[src/common/atom_defines.svh]
`ifndef ATOM_DEFINES_SVH
`define ATOM_DEFINES_SVH

// ========================================
// Clock enable divider
// ========================================

// 25 MHz system clock divided down in 25 states
`define ATOM_CLKDIV_PERIOD 25
// Only the first 16 divider states may carry an enable
`define ATOM_CLKDIV_ACTIVE 16

// ========================================
// Cassette tone
// ========================================

// Enables per tone half period, 16 * 13
`define ATOM_CAS_DIVIDE 208

// ========================================
// Memory map
// ========================================

// Region bases compared against address bits 15..4
`define ATOM_PIA_BASE      12'hB00
`define ATOM_EMPTY_BASE    12'hB40
`define ATOM_ROMLATCH_ADDR 16'hBFFF

// Lock flag in zero page
`define ATOM_LOCK_ADDR 16'h00E7
`define ATOM_LOCK_BIT  5

`endif

[src/common/atom_pkg.sv]
package atom_pkg;

   // ========================================
   // Bus widths
   // ========================================

   // CPU address bus
   typedef logic [15:0] addr_t;

   // Data byte on the system bus
   typedef logic [7:0] data_t;

   // External SRAM, 256K bytes
   typedef logic [17:0] sram_addr_t;

   // Speed select
   // 0 is 1 MHz, 1 is 2 MHz, 2 is 4 MHz, 3 is 8 MHz
   typedef logic [1:0] turbo_t;

   // ========================================
   // Bus port FSM
   // ========================================

   typedef enum logic [1:0]
   {
      // Waiting for a request on a CPU enable
      PORT_IDLE,
      // Single cycle with the access on the bus
      PORT_ACCESS,
      // Response held until the master takes it
      PORT_RESPOND
   } port_state_t;

endpackage

[src/hw/clock_enables.sv]
`include "atom_defines.svh"

module clock_enables
(
   input  logic             clk25,
   input  logic             reset,
   input  atom_pkg::turbo_t turbo,
   output logic             cpu_clken
);

   // Divider state, 0 to 24
   logic [4:0] clkdiv;
   // Divider in the window that may carry an enable
   logic       active;

   assign active = (clkdiv < 5'(`ATOM_CLKDIV_ACTIVE));

   // ========================================
   // Divider of 25 states
   // ========================================

   always_ff @(posedge clk25 or posedge reset)
   begin
      if (reset)
      begin
         clkdiv <= '0;
      end
      else if (clkdiv == 5'(`ATOM_CLKDIV_PERIOD - 1))
      begin
         clkdiv <= '0;
      end
      else
      begin
         clkdiv <= clkdiv + 5'd1;
      end
   end

   // ========================================
   // Turbo selection
   // ========================================

   // Fewer low bits checked gives more enables per period
   always_ff @(posedge clk25 or posedge reset)
   begin
      if (reset)
      begin
         cpu_clken <= 1'b0;
      end
      else
      begin
         case (turbo)
            // 1 MHz
            2'd0: cpu_clken <= active && (clkdiv[3:0] == 4'd0);
            // 2 MHz
            2'd1: cpu_clken <= active && (clkdiv[2:0] == 3'd0);
            // 4 MHz
            2'd2: cpu_clken <= active && (clkdiv[1:0] == 2'd0);
            // 8 MHz
            default: cpu_clken <= active && !clkdiv[0];
         endcase
      end
   end

endmodule

[src/hw/bus_port.sv]
`include "atom_defines.svh"

module bus_port
(
   input  logic            clk25,
   input  logic            reset,
   input  logic            cpu_clken,
   // Request from the external master
   input  logic            req_valid,
   output logic            req_ready,
   input  atom_pkg::addr_t req_addr,
   input  logic            req_rnw,
   input  atom_pkg::data_t req_wdata,
   // Response to the master
   output logic            rsp_valid,
   input  logic            rsp_ready,
   output atom_pkg::data_t rsp_rdata,
   // Access towards the decoder
   output atom_pkg::addr_t acc_addr,
   output logic            acc_rnw,
   output atom_pkg::data_t acc_wdata,
   output logic            acc_strobe,
   input  atom_pkg::data_t acc_rdata,
   // Lock flag snooped from zero page
   output logic            lock
);

   import atom_pkg::*;

   port_state_t state;
   logic        accept;

   // Requests only taken on a CPU enable with the port free
   assign req_ready  = cpu_clken && (state == PORT_IDLE);
   assign accept     = req_valid && req_ready;
   assign acc_strobe = (state == PORT_ACCESS);
   assign rsp_valid  = (state == PORT_RESPOND);

   // ========================================
   // Access FSM and request register
   // ========================================

   always_ff @(posedge clk25 or posedge reset)
   begin
      if (reset)
      begin
         state     <= PORT_IDLE;
         acc_addr  <= '0;
         acc_rnw   <= 1'b1;
         acc_wdata <= '0;
      end
      else
      begin
         case (state)
            PORT_IDLE:
            begin
               // Latch the request like the registered CPU outputs
               if (accept)
               begin
                  acc_addr  <= req_addr;
                  acc_rnw   <= req_rnw;
                  acc_wdata <= req_wdata;
                  state     <= PORT_ACCESS;
               end
            end
            PORT_ACCESS:
            begin
               state <= PORT_RESPOND;
            end
            PORT_RESPOND:
            begin
               // Hold under back-pressure
               if (rsp_ready)
               begin
                  state <= PORT_IDLE;
               end
            end
            default:
            begin
               state <= PORT_IDLE;
            end
         endcase
      end
   end

   // Read data sampled at the end of the access cycle
   // Writes answer with zero
   always_ff @(posedge clk25)
   begin
      if (acc_strobe)
      begin
         rsp_rdata <= acc_rnw ? acc_rdata : 8'h00;
      end
   end

   // ========================================
   // Lock flag snoop
   // ========================================

   always_ff @(posedge clk25 or posedge reset)
   begin
      if (reset)
      begin
         lock <= 1'b0;
      end
      else if (acc_strobe && !acc_rnw && (acc_addr == `ATOM_LOCK_ADDR))
      begin
         lock <= acc_wdata[`ATOM_LOCK_BIT];
      end
   end

   // Response must not change while the master stalls
   assert property (@(posedge clk25) disable iff (reset)
      (rsp_valid && !rsp_ready) |=> (rsp_valid && $stable(rsp_rdata)));

endmodule

[src/hw/address_decoder.sv]
`include "atom_defines.svh"

module address_decoder
(
   input  logic                 clk25,
   input  logic                 reset,
   // Access from the bus port
   input  atom_pkg::addr_t      acc_addr,
   input  logic                 acc_rnw,
   input  atom_pkg::data_t      acc_wdata,
   input  logic                 acc_strobe,
   output atom_pkg::data_t      acc_rdata,
   // PIA
   output logic                 pia_sel,
   output logic [1:0]           pia_offset,
   output logic                 pia_we,
   input  atom_pkg::data_t      pia_rdata,
   // External SRAM
   output atom_pkg::sram_addr_t ram_addr,
   output atom_pkg::data_t      ram_wdata,
   input  atom_pkg::data_t      ram_rdata,
   output logic                 ram_we_b,
   output logic                 ram_oe_b,
   output logic                 ram_cs_b
);

   logic       empty_sel;
   logic       latch_sel;
   logic       a000_sel;
   logic       rom_sel;
   logic       wr_cycle;
   // Bank for the A000 window
   logic [2:0] rom_latch;

   // ========================================
   // Region decode
   // ========================================

   // B000-B00F 8255
   assign pia_sel   = (acc_addr[15:4] == `ATOM_PIA_BASE);
   // B400-B40F reads as zero
   assign empty_sel = (acc_addr[15:4] == `ATOM_EMPTY_BASE);
   assign latch_sel = (acc_addr == `ATOM_ROMLATCH_ADDR);
   // A000-AFFF banked window
   assign a000_sel  = (acc_addr[15:12] == 4'hA);
   // C000-FFFF ROM images are write protected
   assign rom_sel   = (acc_addr[15:14] == 2'b11);

   assign wr_cycle   = acc_strobe && !acc_rnw;
   assign pia_we     = wr_cycle;
   assign pia_offset = acc_addr[1:0];

   // ========================================
   // ROM latch at BFFF
   // ========================================

   always_ff @(posedge clk25 or posedge reset)
   begin
      if (reset)
      begin
         rom_latch <= 3'd0;
      end
      else if (wr_cycle && latch_sel)
      begin
         rom_latch <= acc_wdata[2:0];
      end
   end

   // ========================================
   // External SRAM
   // ========================================

   // Window goes to 01, 0, latch, A11..A0
   assign ram_addr  = a000_sel ? {2'b01, 1'b0, rom_latch, acc_addr[11:0]}
                               : {2'b00, acc_addr};
   assign ram_wdata = acc_wdata;

   // Strobes only in the access cycle
   assign ram_cs_b = !acc_strobe;
   assign ram_oe_b = !(acc_strobe && acc_rnw);
   assign ram_we_b = !(wr_cycle && !rom_sel);

   // Read data mux
   always_comb
   begin
      if (pia_sel)
      begin
         acc_rdata = pia_rdata;
      end
      else if (empty_sel)
      begin
         acc_rdata = 8'h00;
      end
      else
      begin
         acc_rdata = ram_rdata;
      end
   end

   // SRAM write strobe lasts a single cycle
   assert property (@(posedge clk25) disable iff (reset) !ram_we_b |=> ram_we_b);

endmodule

[src/pia/pia_8255.sv]
`include "atom_defines.svh"

module pia_8255
(
   input  logic            clk25,
   input  logic            reset,
   input  logic            cpu_clken,
   // Bus side
   input  logic            pia_sel,
   input  logic [1:0]      pia_offset,
   input  logic            pia_we,
   input  atom_pkg::data_t wdata,
   output atom_pkg::data_t pia_rdata,
   // Port inputs
   input  atom_pkg::data_t pb_in,
   input  logic [2:0]      pc_in,
   // Port outputs
   output atom_pkg::data_t pa,
   output logic [3:0]      pc_low,
   output logic            cas_out,
   output logic            sound
);

   import atom_pkg::*;

   // Fixed directions as on the Atom
   data_t      pa_r;
   logic [3:0] pc_r;
   data_t      pc_full;
   logic       wr;
   // Cassette tone
   logic [7:0] cas_div;
   logic       cas_tone;

   assign wr = pia_sel && pia_we;

   // ========================================
   // Port registers
   // ========================================

   always_ff @(posedge clk25 or posedge reset)
   begin
      if (reset)
      begin
         pa_r <= '0;
         pc_r <= 4'h0;
      end
      else if (wr)
      begin
         case (pia_offset)
            2'd0: pa_r <= wdata;
            2'd2: pc_r <= wdata[3:0];
            2'd3:
            begin
               // Bit set/reset, bit 7 clear only
               if (!wdata[7])
               begin
                  pc_r[wdata[2:1]] <= wdata[0];
               end
            end
            default:
            begin
               // Port B is input only
            end
         endcase
      end
   end

   // Upper PC is inputs and tone
   assign pc_full = {pc_in, cas_tone, pc_r};

   always_comb
   begin
      case (pia_offset)
         2'd0: pia_rdata = pa_r;
         2'd1: pia_rdata = pb_in;
         2'd2: pia_rdata = pc_full;
         default: pia_rdata = 8'h00;
      endcase
   end

   // ========================================
   // Cassette tone and output
   // ========================================

   // Toggles every 208 CPU enables
   always_ff @(posedge clk25 or posedge reset)
   begin
      if (reset)
      begin
         cas_div  <= 8'd0;
         cas_tone <= 1'b0;
      end
      else if (cpu_clken)
      begin
         if (cas_div == 8'(`ATOM_CAS_DIVIDE - 1))
         begin
            cas_div  <= 8'd0;
            cas_tone <= !cas_tone;
         end
         else
         begin
            cas_div <= cas_div + 8'd1;
         end
      end
   end

   // Same gating as the two NANDs and inverter on the board
   assign cas_out = !(!(!cas_tone && pc_r[1]) && pc_r[0]);
   assign sound   = pc_r[2];
   assign pa      = pa_r;
   assign pc_low  = pc_r;

endmodule

[src/hw/atom_bus_top.sv]
module atom_bus_top
(
   input  logic                 clk25,
   input  logic                 reset,
   // Request port
   input  logic                 req_valid,
   output logic                 req_ready,
   input  atom_pkg::addr_t      req_addr,
   input  logic                 req_rnw,
   input  atom_pkg::data_t      req_wdata,
   // Response port
   output logic                 rsp_valid,
   input  logic                 rsp_ready,
   output atom_pkg::data_t      rsp_rdata,
   // Speed and port inputs
   input  atom_pkg::turbo_t     turbo,
   input  atom_pkg::data_t      pb_in,
   input  logic [2:0]           pc_in,
   // External SRAM
   output atom_pkg::sram_addr_t ram_addr,
   output atom_pkg::data_t      ram_wdata,
   input  atom_pkg::data_t      ram_rdata,
   output logic                 ram_we_b,
   output logic                 ram_oe_b,
   output logic                 ram_cs_b,
   // PIA outputs and flags
   output atom_pkg::data_t      pa,
   output logic [3:0]           pc_low,
   output logic                 cas_out,
   output logic                 sound,
   output logic                 lock
);

   import atom_pkg::*;

   logic       cpu_clken;
   addr_t      acc_addr;
   logic       acc_rnw;
   data_t      acc_wdata;
   logic       acc_strobe;
   data_t      acc_rdata;
   logic       pia_sel;
   logic [1:0] pia_offset;
   logic       pia_we;
   data_t      pia_rdata;

   // ========================================
   // Block instances
   // ========================================

   clock_enables clock_enables_inst
   (
      .clk25     (clk25),
      .reset     (reset),
      .turbo     (turbo),
      .cpu_clken (cpu_clken)
   );

   bus_port bus_port_inst
   (
      .clk25      (clk25),
      .reset      (reset),
      .cpu_clken  (cpu_clken),
      .req_valid  (req_valid),
      .req_ready  (req_ready),
      .req_addr   (req_addr),
      .req_rnw    (req_rnw),
      .req_wdata  (req_wdata),
      .rsp_valid  (rsp_valid),
      .rsp_ready  (rsp_ready),
      .rsp_rdata  (rsp_rdata),
      .acc_addr   (acc_addr),
      .acc_rnw    (acc_rnw),
      .acc_wdata  (acc_wdata),
      .acc_strobe (acc_strobe),
      .acc_rdata  (acc_rdata),
      .lock       (lock)
   );

   address_decoder address_decoder_inst
   (
      .clk25      (clk25),
      .reset      (reset),
      .acc_addr   (acc_addr),
      .acc_rnw    (acc_rnw),
      .acc_wdata  (acc_wdata),
      .acc_strobe (acc_strobe),
      .acc_rdata  (acc_rdata),
      .pia_sel    (pia_sel),
      .pia_offset (pia_offset),
      .pia_we     (pia_we),
      .pia_rdata  (pia_rdata),
      .ram_addr   (ram_addr),
      .ram_wdata  (ram_wdata),
      .ram_rdata  (ram_rdata),
      .ram_we_b   (ram_we_b),
      .ram_oe_b   (ram_oe_b),
      .ram_cs_b   (ram_cs_b)
   );

   pia_8255 pia_8255_inst
   (
      .clk25      (clk25),
      .reset      (reset),
      .cpu_clken  (cpu_clken),
      .pia_sel    (pia_sel),
      .pia_offset (pia_offset),
      .pia_we     (pia_we),
      .wdata      (acc_wdata),
      .pia_rdata  (pia_rdata),
      .pb_in      (pb_in),
      .pc_in      (pc_in),
      .pa         (pa),
      .pc_low     (pc_low),
      .cas_out    (cas_out),
      .sound      (sound)
   );

endmodule

[config.mk]
export PLATFORM = sky130hd
export DESIGN_NAME = atom_bus_top
export DESIGN_NICKNAME = d
export VERILOG_FILES = /design/src/common/atom_pkg.sv /design/src/hw/clock_enables.sv /design/src/hw/bus_port.sv /design/src/hw/address_decoder.sv /design/src/pia/pia_8255.sv /design/src/hw/atom_bus_top.sv
export VERILOG_INCLUDE_DIRS = /design/src /design/src/common
export SDC_FILE = /design/constraint.sdc
export NUM_CORES = 1
export LEC_CHECK = 0
export BUFFER_PORTS_ARGS = -buffer_cell sky130_fd_sc_hd__buf_2
export CELL_PAD_IN_SITES_DETAIL_PLACEMENT = 1
export CELL_PAD_IN_SITES_GLOBAL_PLACEMENT = 2
export CORE_MARGIN = 2
export CORE_UTILIZATION = 34
export DETAILED_ROUTE_END_ITERATION = 8
export GPL_ROUTABILITY_DRIVEN = 0
export PLACE_DENSITY = 0.89
export RECOVER_POWER = 25
export SLEW_MARGIN = 10
export SYNTH_ARGS = -nofsm -noshare
export SYNTH_HDL_FRONTEND = slang
export SYNTH_SLANG_ARGS = --single-unit
[constraint.sdc]
create_clock -name clk25 -period 2.8 [get_ports clk25]
set_input_delay 0.56 -clock clk25 [delete_from_list [all_inputs] [get_ports clk25]]
set_output_delay 0.56 -clock clk25 [all_outputs]
set_load 0.005 [all_outputs]
==> key figures <==
Run status
  – Status: finished clean

Route
  – Wire per inst: 16.8 microns
  – DR DRC count: 0
  – Vias post-DR: 2567
  – Final ANT Viol Nets: 0
  – Pre-Repair DR Iteration Count: 4
  – WL final: 8910 microns
  – Iteration-0 DRC Markers: 111
  – Via/cell ratio: 4.84

Power and ir drop
  – Worst IR drop on VDD: 0.343 mV
  – Switching Fraction: 0.310
  – Power per Cell Area: 618 nW/um^2
  – Power share of the combinational group: 0.190
  – P_int: ~1.7 mW
  – Part of the power in registers: 0.520
  – Net load switching power: 781 uW
  – Clock power share: 0.289
  – Leakage: 1.94 nW

STA
  – Worst-margin pin slew: 1.47 ns
  – Fmax: 0.468 GHz
  – Worst Hold Slack: 0.440 ns
  – Final setup vio count: 0
  – Slew Viols, Final: 0
  – Clock skew: 0.0128 ns
  – Final hold vios: 0
  – Fin Setup TNS: 0 ns
  – Tmin final: 2.14 ns
  – Final period utilization: 0.763
  – RSZ-0062 raised after global routing: false
  – Slew headroom: 0.0185

Floorplanning
  – Die Area: 10700 sq um
  – Die Wd: 104 microns
  – # IOs: 104
  – Std-Cell Rows: 36
  – Die Height: 104 microns
  – Core region area: 9680 sq um
  – Starting density of the core: 0.348

Global route
  – GR Util met2: 0.295
  – GRT busiest layer: met2
  – Gr ovfl total: 0
  – Met1 Use GR: 0.213
  – Initial antenna violation count: 0
  – M3 GR Usage: 0.0378
  – Number of global-route vias before repair: 2769
  – Total Routing Usage GR: 0.176
  – Largest net degree at the start of global routing: slightly below 60
  – Global-route wire length before repair: 14800 microns

Layout
  – Multi-input logic area: between 1000 and 1500 sq um
  – Area Overhead vs Synth: 21.1%
  – Share of layout cells above drive strength 1: 0.413
  – Commonest cells after routing, fill and taps aside: 102 x buf_2, 57 x dfrtp_1, 31 x mux2_2
  – Post-Route Utilization: 0.421
  – ANT cells: 0
  – Post-layout instance area: 4080 sq um
  – Reg area: 1690 sq um
  – # fillers: 1121
  – Most common cell after layout, fill and taps aside: buf_2
  – Final #Nets: approximately 450

Synth
  – Yosys warning total: 0
  – Synth Area per Inst: 11.2 sq um
  – Yosys cell types: 42
  – Post-synth top area cell: dfrtp_1
  – Cells after Synth: 301
  – Sequential share of the synthesized area: 0.503
  – Main area contributors after synthesis: dfrtp_1 42%, mux2_2 10%, edfxtp_1 7.1%
  – Synthesized area: 3370 sq um
  – Post-synth top area share: 0.423
  – Flops & latches, synth: 66
  – Mapped Nets: 354

Setup path
  – R2R setup slack: 0.66 ns
  – Worst R2R End: pia_8255_inst.pa[1]
  – Worst R2R Start: bus_port_inst.acc_rnw
  – Crit path max fanout: 12
  – WP data required: 3.04 ns
  – CP Class: flop to flop
  – Crit path DAT: 2.37 ns
  – CP endpoint kind: flop
  – R2R cell count: 4
  – CP Launch Type: flop

Clocking
  – Hold buffer count at CTS: 0
  – Htree depth: 3
  – Post-CTS Repair Setup Buffers: 0
  – CTS root buf: clkbuf_8
  – Clock-pin slew on the worst setup and hold paths: 0.07 ns
  – Num CTS Buffers: 9
  – Post-CTS sizing: 0
  – TritonCTS clock tree: built
  – Bufs on Longest Clock Path: 2
  – CTS sink cnt: 66
  – Worst skew pair latency: 0.35 ns

Worst hold path
  – Worst hold path type: primary input to flop
  – Hold path depth: 2
  – Hold EP: bus_port_inst.acc_addr[7]
  – Worst min-delay path startpoint: req_addr[7]

Flow run
  – Max-cap viol count: 0

Place
  – Port Buffer Count: 102
  – DP HPWL: 6740 microns
  – Area after DPL: 3920 sq um
metal layers:
layer	share of wire	up-vias
met5	0	-
met3	0.049	16
li1	-	1227
met4	0.027	0
met1	0.43	1250
met2	0.49	74
kinds of logic after synthesis:
kind of cell,share of synthesized area
AND/OR/NAND/NOR,0.161
flip-flops,0.503
multiplexers,0.166
AO/OA/AOI/OAI,0.0817
buffers and inverters,0.0609
XOR/XNOR,0.0156
adder cells (fa/ha/maj),0.0111
other,0.00111
power groups by stage:
stage	Sequential, mW	Combinational (mW)	Clock (mW)
2_1_floorplan	1.25	0.381	0
3_3_place_gp	1.31	0.471	0
3_5_place_dp	1.33	0.489	0
4_1_cts	1.31	0.492	0.752
5_1_grt	1.34	0.537	0.793
6_report	1.31	0.480	0.728
metrics by stage:
step                instances  worst slack, ns  total power, mW
finish                    530            0.664             2.52
global route              530            0.537             2.67
CTS                       530            0.641             2.56
detailed placement        514            0.693             1.82
global placement          514            0.792             1.78
floorplan                 301            0.814             1.63
state kept, by name, summed over array words and instances, names as in the netlist, 3 cells and up:
name and cells:
bus_port_inst.acc_addr 16, bus_port_inst.acc_wdata 8, bus_port_inst.rsp_rdata 8, pia_8255_inst.cas_div 8, pia_8255_inst.pa 8, clock_enables_inst.clkdiv 5, pia_8255_inst.pc_low 4, address_decoder_inst.rom_latch 3
worst max-delay path: stages, from the launching register on:
cell and delay, ns:
dfstp_2 0.42, nor3b_1 0.43, nand4_2 0.22, or3_1 0.57, mux2_4 0.38
area by class of cell:
cell class	count	share of cell area
flip-flops and latches	66	0.415
well taps	133	0.0408
multi-input cells	199	0.360
clock buffers	16	0.0417
repair buffers	107	0.134
inverters	9	0.00828
how the worst max path moves through the flow:
stage                          startpoint                                end
2_1_floorplan                       reset  address_decoder_inst.rom_latch[0]
3_3_place_gp    bus_port_inst.acc_addr[8]                pia_8255_inst.pa[4]
3_5_place_dp        bus_port_inst.acc_rnw                pia_8255_inst.pa[1]
4_1_cts        bus_port_inst.acc_addr[15]                       ram_addr[14]
5_1_grt        bus_port_inst.acc_addr[15]                       ram_addr[14]
6_report            bus_port_inst.acc_rnw                pia_8255_inst.pa[1]
cells in the mapped netlist (all sizes together):
| library cell | number |
|---|---|
| dfrtp | 57 |
| mux2 | 39 |
| nand2 | 24 |
| buf | 21 |
| nor2 | 18 |
| o21ai | 18 |
| nor2b | 11 |
| a21boi | 9 |
| and2 | 9 |
| inv | 9 |
| mux2i | 9 |
| edfxtp | 8 |
| nand4 | 8 |
| nand3 | 7 |
| clkbuf | 6 |
| nor4 | 5 |
| a21oi | 4 |
| nor3 | 4 |
| a31oi | 3 |
| and4 | 3 |
| ha | 3 |
| nand2b | 3 |
| nor3b | 3 |
| o31ai | 3 |
| xnor2 | 3 |
| xor2 | 3 |
| a22o | 2 |
| a22oi | 2 |
| a21o | 1 |
| a31o | 1 |
| and4b | 1 |
| conb | 1 |
| dfstp | 1 |
| o211ai | 1 |
| or3 | 1 |
Power figures use the tool's default switching activity.
